<file path="config.mk">
export PLATFORM = sky130hd
export DESIGN_NAME = fxp_div_top
export DESIGN_NICKNAME = d
export VERILOG_FILES = /design/src/verilog/div_regs_pkg.sv /design/src/verilog/fxp_pkg.sv /design/src/verilog/fxp_div_top.sv /design/src/verilog/div_regs.sv /design/src/verilog/fxp_div_pipe.sv /design/src/verilog/fxp_zoom.sv
export VERILOG_INCLUDE_DIRS = /design/src /design/src/verilog
export SDC_FILE = /design/constraint.sdc
export NUM_CORES = 2
export LEC_CHECK = 0
export ABC_AREA = 0
export BUFFER_PORTS_ARGS = -buffer_cell sky130_fd_sc_hd__buf_2
export CAP_MARGIN = 20
export CORE_ASPECT_RATIO = 0.9
export CORE_UTILIZATION = 65
export CTS_BUF_LIST = sky130_fd_sc_hd__clkbuf_16
export DETAILED_ROUTE_END_ITERATION = 8
export GPL_TIMING_DRIVEN = 0
export PLACE_DENSITY = 0.86
export SYNTH_ARGS = -nofsm -noshare
export SYNTH_HDL_FRONTEND = slang
export SYNTH_HIERARCHICAL = 1
export SYNTH_SLANG_ARGS = --single-unit
</file>
<file path="constraint.sdc">
create_clock -name clk -period 6.7 [get_ports clk]
set_input_delay 0.67 -clock clk [delete_from_list [all_inputs] [get_ports clk]]
set_output_delay 0.67 -clock clk [all_outputs]
set_load 0.01 [all_outputs]
</file>
<file path="src/verilog/fxp_config.svh">
`ifndef FXP_CONFIG_SVH
`define FXP_CONFIG_SVH

// dividend format, integer and fraction bits
`define FXP_WIIA 8
`define FXP_WIFA 8

// divisor format
`define FXP_WIIB 8
`define FXP_WIFB 8

// quotient format
`define FXP_WOI 8
`define FXP_WOF 8

// working widths, large enough for the shifted divisor and the dividend
`define FXP_WRI (((`FXP_WOI + `FXP_WIIB) > `FXP_WIIA) ? (`FXP_WOI + `FXP_WIIB) : `FXP_WIIA)
`define FXP_WRF (((`FXP_WOF + `FXP_WIFB) > `FXP_WIFA) ? (`FXP_WOF + `FXP_WIFB) : `FXP_WIFA)

// sign stage + one stage per quotient bit + round + saturate
`define FXP_DIV_LATENCY (`FXP_WOI + `FXP_WOF + 3)

`define DIV_CNT_W 16

`endif
</file>
<file path="src/verilog/div_regs_pkg.sv">
package div_regs_pkg;

	// register data and address words
	typedef logic [15:0] reg_word_t;
	typedef logic [1:0] reg_addr_t;

	// ----------------------------------------
	// register map
	// ----------------------------------------

	localparam reg_addr_t ADDR_CTRL = 2'd0;
	localparam reg_addr_t ADDR_RESULTS = 2'd1;
	localparam reg_addr_t ADDR_OVERFLOWS = 2'd2;

	// ----------------------------------------
	// control register fields
	// ----------------------------------------

	// round to nearest, stored
	localparam int CTRL_ROUND_BIT = 0;

	// counter clear, write-only pulse, reads back as zero
	localparam int CTRL_CLEAR_BIT = 1;

endpackage

</file>
<file path="src/verilog/fxp_pkg.sv">
`include "fxp_config.svh"

package fxp_pkg;

	// ----------------------------------------
	// operand and result words, two's complement
	// ----------------------------------------

	// 8.8 dividend
	typedef logic signed [`FXP_WIIA+`FXP_WIFA-1:0] dividend_t;

	// 8.8 divisor
	typedef logic signed [`FXP_WIIB+`FXP_WIFB-1:0] divisor_t;

	// 8.8 quotient, saturated
	typedef logic signed [`FXP_WOI+`FXP_WOF-1:0] quotient_t;

	// ----------------------------------------
	// internal word
	// ----------------------------------------

	// unsigned magnitudes after widening, also used for the accumulator
	typedef logic [`FXP_WRI+`FXP_WRF-1:0] work_t;

endpackage

</file>
<file path="src/verilog/fxp_div_top.sv">
`timescale 1ns/1ps

module fxp_div_top
	import fxp_pkg::*;
	import div_regs_pkg::*;
(
	input logic clk,
	input logic rstn,
	// operand path
	input logic valid,
	input dividend_t dividend,
	input divisor_t divisor,
	output logic ready,
	output quotient_t out,
	output logic overflow,
	// register access
	input logic reg_wr,
	input logic reg_rd,
	input reg_addr_t reg_addr,
	input reg_word_t reg_wdata,
	output reg_word_t reg_rdata
);

	// round option from the control register
	logic round_en;

	div_regs i_regs (
		.clk(clk),
		.rstn(rstn),
		.reg_wr(reg_wr),
		.reg_rd(reg_rd),
		.reg_addr(reg_addr),
		.reg_wdata(reg_wdata),
		.reg_rdata(reg_rdata),
		.ready(ready),
		.overflow(overflow),
		.round_en(round_en)
	);

	fxp_div_pipe i_div (
		.clk(clk),
		.rstn(rstn),
		.valid(valid),
		.round_en(round_en),
		.dividend(dividend),
		.divisor(divisor),
		.ready(ready),
		.out(out),
		.overflow(overflow)
	);

endmodule

</file>
<file path="src/verilog/div_regs.sv">
`timescale 1ns/1ps
`include "fxp_config.svh"

module div_regs
	import div_regs_pkg::*;
(
	input logic clk,
	input logic rstn,
	input logic reg_wr,
	input logic reg_rd,
	input reg_addr_t reg_addr,
	input reg_word_t reg_wdata,
	output reg_word_t reg_rdata,
	input logic ready,
	input logic overflow,
	output logic round_en
);

	logic [`DIV_CNT_W-1:0] result_cnt;
	logic [`DIV_CNT_W-1:0] overflow_cnt;
	logic ctrl_wr;
	logic clear;

	assign ctrl_wr = reg_wr && (reg_addr == ADDR_CTRL);
	// clear bit is a pulse, never stored
	assign clear = ctrl_wr && reg_wdata[CTRL_CLEAR_BIT];

	// ----------------------------------------
	// control register
	// ----------------------------------------

	always_ff @(posedge clk or negedge rstn) begin
		if (!rstn) begin
			round_en <= 1'b0;
		end else if (ctrl_wr) begin
			round_en <= reg_wdata[CTRL_ROUND_BIT];
		end
	end

	// ----------------------------------------
	// result and overflow counters
	// ----------------------------------------

	always_ff @(posedge clk or negedge rstn) begin
		if (!rstn) begin
			result_cnt <= '0;
			overflow_cnt <= '0;
		end else if (clear) begin
			// clear wins over a result in the same cycle
			result_cnt <= '0;
			overflow_cnt <= '0;
		end else if (ready) begin
			result_cnt <= result_cnt + 1'b1;
			if (overflow) begin
				overflow_cnt <= overflow_cnt + 1'b1;
			end
		end
	end

	// ----------------------------------------
	// read mux
	// ----------------------------------------

	always_comb begin
		reg_rdata = '0;
		if (reg_rd) begin
			case (reg_addr)
				ADDR_CTRL: begin
					reg_rdata[CTRL_ROUND_BIT] = round_en;
				end
				ADDR_RESULTS: begin
					reg_rdata = reg_word_t'(result_cnt);
				end
				ADDR_OVERFLOWS: begin
					reg_rdata = reg_word_t'(overflow_cnt);
				end
				// unmapped addresses read zero
				default: begin
					reg_rdata = '0;
				end
			endcase
		end
	end

endmodule

</file>
<file path="src/verilog/fxp_div_pipe.sv">
`timescale 1ns/1ps
`include "fxp_config.svh"

module fxp_div_pipe
	import fxp_pkg::*;
(
	input logic clk,
	input logic rstn,
	input logic valid,
	input logic round_en,
	input dividend_t dividend,
	input divisor_t divisor,
	output logic ready,
	output quotient_t out,
	output logic overflow
);

	localparam int WA = $bits(dividend_t);
	localparam int WB = $bits(divisor_t);
	localparam int WQ = $bits(quotient_t);
	localparam int WOI = `FXP_WOI;
	localparam int WOF = `FXP_WOF;
	// one quotient bit per stage
	localparam int NS = WQ;
	// ready is one more flop after the shift register
	localparam int VLEN = `FXP_DIV_LATENCY - 1;

	localparam quotient_t MAX_POS = {1'b0, {(WQ-1){1'b1}}};
	localparam quotient_t MAX_NEG = {1'b1, {(WQ-1){1'b0}}};

	logic [WA-1:0] dividend_mag;
	logic [WB-1:0] divisor_mag;
	work_t divd;
	work_t divr;

	// per-stage payload, index 0 is the sign/magnitude stage
	work_t divd_q [0:NS];
	work_t divr_q [0:NS];
	logic sign_q [0:NS];
	logic rnd_q [0:NS];
	work_t acc_q [1:NS];
	logic [WQ-1:0] res_q [1:NS];

	logic [WQ-1:0] rounded;
	logic rsign;
	work_t rem_over;
	work_t rem_under;

	logic [VLEN-1:0] valid_sr;

	// ----------------------------------------
	// valid tracking
	// ----------------------------------------

	always_ff @(posedge clk or negedge rstn) begin
		if (!rstn) begin
			valid_sr <= '0;
			ready <= 1'b0;
		end else begin
			valid_sr <= {valid_sr[VLEN-2:0], valid};
			ready <= valid_sr[VLEN-1];
		end
	end

	// ----------------------------------------
	// stage 1: magnitudes and sign
	// ----------------------------------------

	// most negative input maps to its unsigned magnitude, still exact
	assign dividend_mag = dividend[WA-1] ? WA'(-dividend) : WA'(dividend);
	assign divisor_mag = divisor[WB-1] ? WB'(-divisor) : WB'(divisor);

	fxp_zoom #(
		.WII(`FXP_WIIA),
		.WIF(`FXP_WIFA),
		.WOI(`FXP_WRI),
		.WOF(`FXP_WRF)
	) i_dividend_zoom (
		.in(dividend_mag),
		.out(divd)
	);

	fxp_zoom #(
		.WII(`FXP_WIIB),
		.WIF(`FXP_WIFB),
		.WOI(`FXP_WRI),
		.WOF(`FXP_WRF)
	) i_divisor_zoom (
		.in(divisor_mag),
		.out(divr)
	);

	always_ff @(posedge clk) begin
		divd_q[0] <= divd;
		divr_q[0] <= divr;
		sign_q[0] <= dividend[WA-1] ^ divisor[WB-1];
		// round option travels with its operand pair
		rnd_q[0] <= round_en;
	end

	// ----------------------------------------
	// quotient stages, MSB first
	// ----------------------------------------

	for (genvar i = 0; i < NS; i++) begin : g_stage
		work_t acc_in;
		logic [WQ-1:0] res_in;
		work_t shifted;
		work_t trial;

		if (i == 0) begin : g_first
			assign acc_in = '0;
			assign res_in = '0;
		end else begin : g_next
			assign acc_in = acc_q[i];
			assign res_in = res_q[i];
		end

		// divisor weighted by this quotient bit
		if (i < WOI) begin : g_int_bit
			assign shifted = divr_q[i] << (WOI - 1 - i);
		end else begin : g_frac_bit
			assign shifted = divr_q[i] >> (1 + i - WOI);
		end

		assign trial = acc_in + shifted;

		always_ff @(posedge clk) begin
			divd_q[i+1] <= divd_q[i];
			divr_q[i+1] <= divr_q[i];
			sign_q[i+1] <= sign_q[i];
			rnd_q[i+1] <= rnd_q[i];
			// strict compare, so exact multiples leave the bit clear
			if (trial < divd_q[i]) begin
				acc_q[i+1] <= trial;
				res_q[i+1] <= res_in | (WQ'(1) << (WQ - 1 - i));
			end else begin
				acc_q[i+1] <= acc_in;
				res_q[i+1] <= res_in;
			end
		end
	end

	// ----------------------------------------
	// rounding stage
	// ----------------------------------------

	// distance above and below the dividend for the next LSB step
	assign rem_over = acc_q[NS] + (divr_q[NS] >> WOF) - divd_q[NS];
	assign rem_under = divd_q[NS] - acc_q[NS];

	always_ff @(posedge clk) begin
		// all ones cannot take another LSB
		if (rnd_q[NS] && !(&res_q[NS]) && (rem_over < rem_under)) begin
			rounded <= res_q[NS] + WQ'(1);
		end else begin
			rounded <= res_q[NS];
		end
		rsign <= sign_q[NS];
	end

	// ----------------------------------------
	// sign and saturation stage
	// ----------------------------------------

	always_ff @(posedge clk or negedge rstn) begin
		if (!rstn) begin
			out <= '0;
			overflow <= 1'b0;
		end else begin
			overflow <= 1'b0;
			if (rsign) begin
				if (rounded[WQ-1]) begin
					// exactly -128.0 still fits
					overflow <= |rounded[WQ-2:0];
					out <= MAX_NEG;
				end else begin
					out <= quotient_t'(~rounded + WQ'(1));
				end
			end else if (rounded[WQ-1]) begin
				overflow <= 1'b1;
				out <= MAX_POS;
			end else begin
				out <= quotient_t'(rounded);
			end
		end
	end

endmodule

</file>
<file path="src/verilog/fxp_zoom.sv">
`timescale 1ns/1ps

module fxp_zoom #(
	parameter int WII = 8,
	parameter int WIF = 8,
	parameter int WOI = 16,
	parameter int WOF = 16
) (
	input logic [WII+WIF-1:0] in,
	output logic [WOI+WOF-1:0] out
);

	localparam int WIN = WII + WIF;

	// integer and fraction fields after resizing
	logic [WOI-1:0] int_out;
	logic [WOF-1:0] frac_out;

	// ----------------------------------------
	// fraction part
	// ----------------------------------------

	if (WOF >= WIF) begin : g_frac_widen
		// pad zeros below the input LSB
		assign frac_out = WOF'(in[WIF-1:0]) << (WOF - WIF);
	end else begin : g_frac_cut
		// keep the upper fraction bits, the rest are dropped
		assign frac_out = in[WIF-1 -: WOF];
	end

	// ----------------------------------------
	// integer part
	// ----------------------------------------

	if (WOI >= WII) begin : g_int_widen
		// unsigned input, so zero extension
		assign int_out = WOI'(in[WIN-1:WIF]);
	end else begin : g_int_cut
		// high integer bits lost, no overflow detection here
		assign int_out = in[WIF+WOI-1:WIF];
	end

	assign out = {int_out, frac_out};

endmodule

</file>
==> metrics.txt <==
max_slew headroom=0.347; R2R setup slack=0.21 ns; most common cell after layout, fill and taps aside=dfxtp_1; core area=around 120000 sq um; layout cells sized above 1=0.109; FF-to-FF path depth=21; Ports=between 80 and 90; metal3 WL=between 4 and 5 mm; DRC errors left=0; Clk pin slew, worst setup/hold paths=around 0.070 ns; CTS tree=built; Overall Global Routing Usage=0.264; critical path arrival=about 7 ns; Worst Setup Path Type=reg2reg; drt pass-1 iters=7; Detail Route Antenna Nets=0; Critical Path Source Type=register; #FFs+latches synth=1784; unrepaired setup endpoints after global routing=no; wire length of the first global-routing pass=approximately 270 mm; reg2reg start=i_div/divr_q[0][356]; max cap viols=0; Clk Tree Root Cell=clkbuf_16; die height=around 340 um; Routed WL=roughly 170 mm; Final Cell Area=about 89000 sq um; I/O Buffers=74; most frequent cells in the layout=dfxtp_1, ha_1, inv_1, a21oi_1, mux2_2; via/cell ratio=5.62; Final setup viols=0; CTS Sinks=about 1800; Area Growth Syn to Fin=10.3%; required time of the critical path=approximately 7.4 ns; vias after detailed routing=between 50000 and 60000; worst hold path type=in2reg; Worst Hold End=i_div/divr_q[0][8]; worst skew pair latency=~0.80 ns; die area=roughly 120000 sq um; synthesized area per cell=between 10 and 15 sq um; CP Max Fanout=10; worst-margin pin slew=about 1 ns; post-layout util=0.727; Initial DRC Count=2749; Ys Warns=6; Final period util=0.968; WL/cell=approximately 17 um; Post-synth top flop=dfxtp_1; CP max stage delay=slightly below 0.6 ns; HP Start=divisor[0]; Final Hold Viols=0; Post-Syn Instances=between 7000 and 8000; Final Skew=approximately 0.023 ns; initial antenna violation count=0; asr flop ratio synth=0.0387; Clock Tree Buf Depth=3; die outline width=about 370 um; Period minus WS final=6.49 ns; reg-to-reg endpoint=i_div/acc_q[0][370]; synth unique cells=around 100; critical path, cell by cell=ha_1 > fa_1 > a21o_1 > a31o_2 > a21oi_1 > nor3_1 > o211ai_1 > a211oi_1 > a221o_1 > a21o_1 > a21oi_2 > nor2_1 > xor2_1 > ha_1 > nand4_1 > or4_1 > nor3_1 > a41oi_1 > nand3_1 > buf_2 > mux2_2; synthesized area=approximately 80000 sq um; Hold Crit Depth=2; DP Area=~83000 sq um; Crit-path slowest cell=or4_1; vias in the first global route=57133; Slew Limit Fails=0; met1 wire length=64.7 mm; EDFF count, synth=0; Seq/Total Area, Yosys=0.450; gr ovfl total=0; H-tree depth=4; nets=roughly 9100; gpl congestion=just over 0.9; maximum achievable frequency=~0.15 GHz; status=complete, no violations; TritonCTS Buffers=170; Initial Util=0.659; met2 routed WL=87.0 mm; largest net degree at the start of global routing=70; top sig layer=met4; Critical path origin=i_div/divr_q[0][356]; crit end category=register; Final HPWL DP=130 mm; row cnt=121
[logic make-up (layout without fill, tap and decap cells)]
family | Yosys count | count (layout) | synth area share
fa+ha+maj | 1035 | 1035 | 0.165
compound gates | 1708 | 1708 | 0.140
other cells | 2 | 33 | 0.0000936
flops | 1784 | 1784 | 0.450
xor+xnor | 560 | 560 | 0.0612
buf+inv | 863 | 1261 | 0.0439
mux | 397 | 397 | 0.0557
simple gates | 1352 | 1352 | 0.0843
[cell usage after synthesis (19+ instances only)]
master       n  area share
dfxtp_1   1715        0.43
ha_1       995        0.16
inv_1      718       0.034
a21oi_1    519       0.032
mux2_2     391       0.055
xnor2_1    390       0.043
a21o_1     373       0.035
nor2_1     352       0.016
nand2_1    305       0.014
o21ai_0    252       0.016
xor2_1     169       0.018
nand3_1    106      0.0066
nand4_1    102      0.0080
nor2b_1     89      0.0069
o21a_1      86      0.0080
nand2b_1    78      0.0061
o21bai_1    73      0.0068
dfrtp_1     69       0.022
and3_1      66      0.0051
buf_4       65      0.0061
nor3_1      65      0.0041
a211oi_1    62      0.0058
and2_1      46      0.0036
clkbuf_1    44      0.0021
a31oi_1     43      0.0034
fa_1        40       0.010
o211ai_1    35      0.0033
or3_1       29      0.0023
o31ai_1     25      0.0023
nor4_1      21      0.0016
or2_2       20      0.0016
o22ai_1     19      0.0015
[repair_timing]
action,CTS,global route
setup buffers,2,1
pin swaps,1,1
hold endpoints to repair,59,0
setup endpoints to repair,148,94
hold buffers,2,0
resized for setup,13,13
[critical path: cells and delay by family, from the launching register on]
kind,cells,cell delay [ns]
AO/OA/AOI/OAI,9,2.56
XOR/XNOR,1,0.14
AND/OR/NAND/NOR,6,1.70
flip-flops,1,0.30
multiplexers,1,0.37
buffers and inverters,1,0.34
adder cells (fa/ha/maj),3,0.92
[layer usage]
metal	track usage	vias to the layer above
li1	-	27478
met1	0.269	25560
met2	0.508	1098
met3	0.0321	500
met4	0.161	0
met5	0	-
[area by class of cell]
| class | count | area [sq um] |
|---|---|---|
| antenna | 1 | 2.50 |
| buffer | 140 | 818 |
| clock buffer | 173 | 4330 |
| clock inverter | 140 | 1300 |
| fill | 8524 | 33200 |
| inverter | 723 | 2710 |
| multi-input combinational | 5084 | 40800 |
| sequential | 1784 | 36100 |
| tap | 1599 | 2000 |
| timing repair buffer | 85 | 459 |
[how the worst max path moves through the flow]
stage / endpoint / slack (ns) / depth (start not counted)
3_3_place_gp: i_div/acc_q[0][254] / -1.26 / 21
3_5_place_dp: i_div/acc_q[0][317] / -0.66 / 23
4_1_cts: i_div/acc_q[0][313] / 0.03 / 23
2_1_floorplan: i_div/acc_q[0][227] / 1.49 / 21
6_report: i_div/acc_q[0][370] / 0.21 / 21
5_1_grt: i_div/acc_q[0][329] / 0.01 / 21
[registers in the layout, indices dropped and copies added, names as in the netlist]
name	cells
i_div/out	16
i_regs/overflow_cnt	16
i_div/divd_q	544
i_div/rsign	1
i_div/overflow	1
i_div/ready	1
i_div/res_q	136
i_regs/result_cnt	16
i_div/rounded	16
i_regs/round_en	1
i_div/divr_q	500
i_div/acc_q	484
i_div/sign_q	17
i_div/valid_sr	18
i_div/rnd_q	17
[metrics by stage]
stage / instances / setup TNS [ns] / hold slack [ns] / setup WS (ns)
floorplan: 7731 / 0 / 0.310 / 1.49
global placement: 9404 / -67.01 / 0.310 / -1.26
detailed placement: 9410 / -41.18 / 0.312 / -0.660
CTS: 9727 / 0 / 0.0352 / 0.0343
global route: 9728 / 0 / 0.0516 / 0.0114
finish: 9729 / 0 / 0.0737 / 0.213
Power is left out: the tool's default activity adds up to more than one toggle a clock period on the data nets, which glitch-free logic cannot reach.
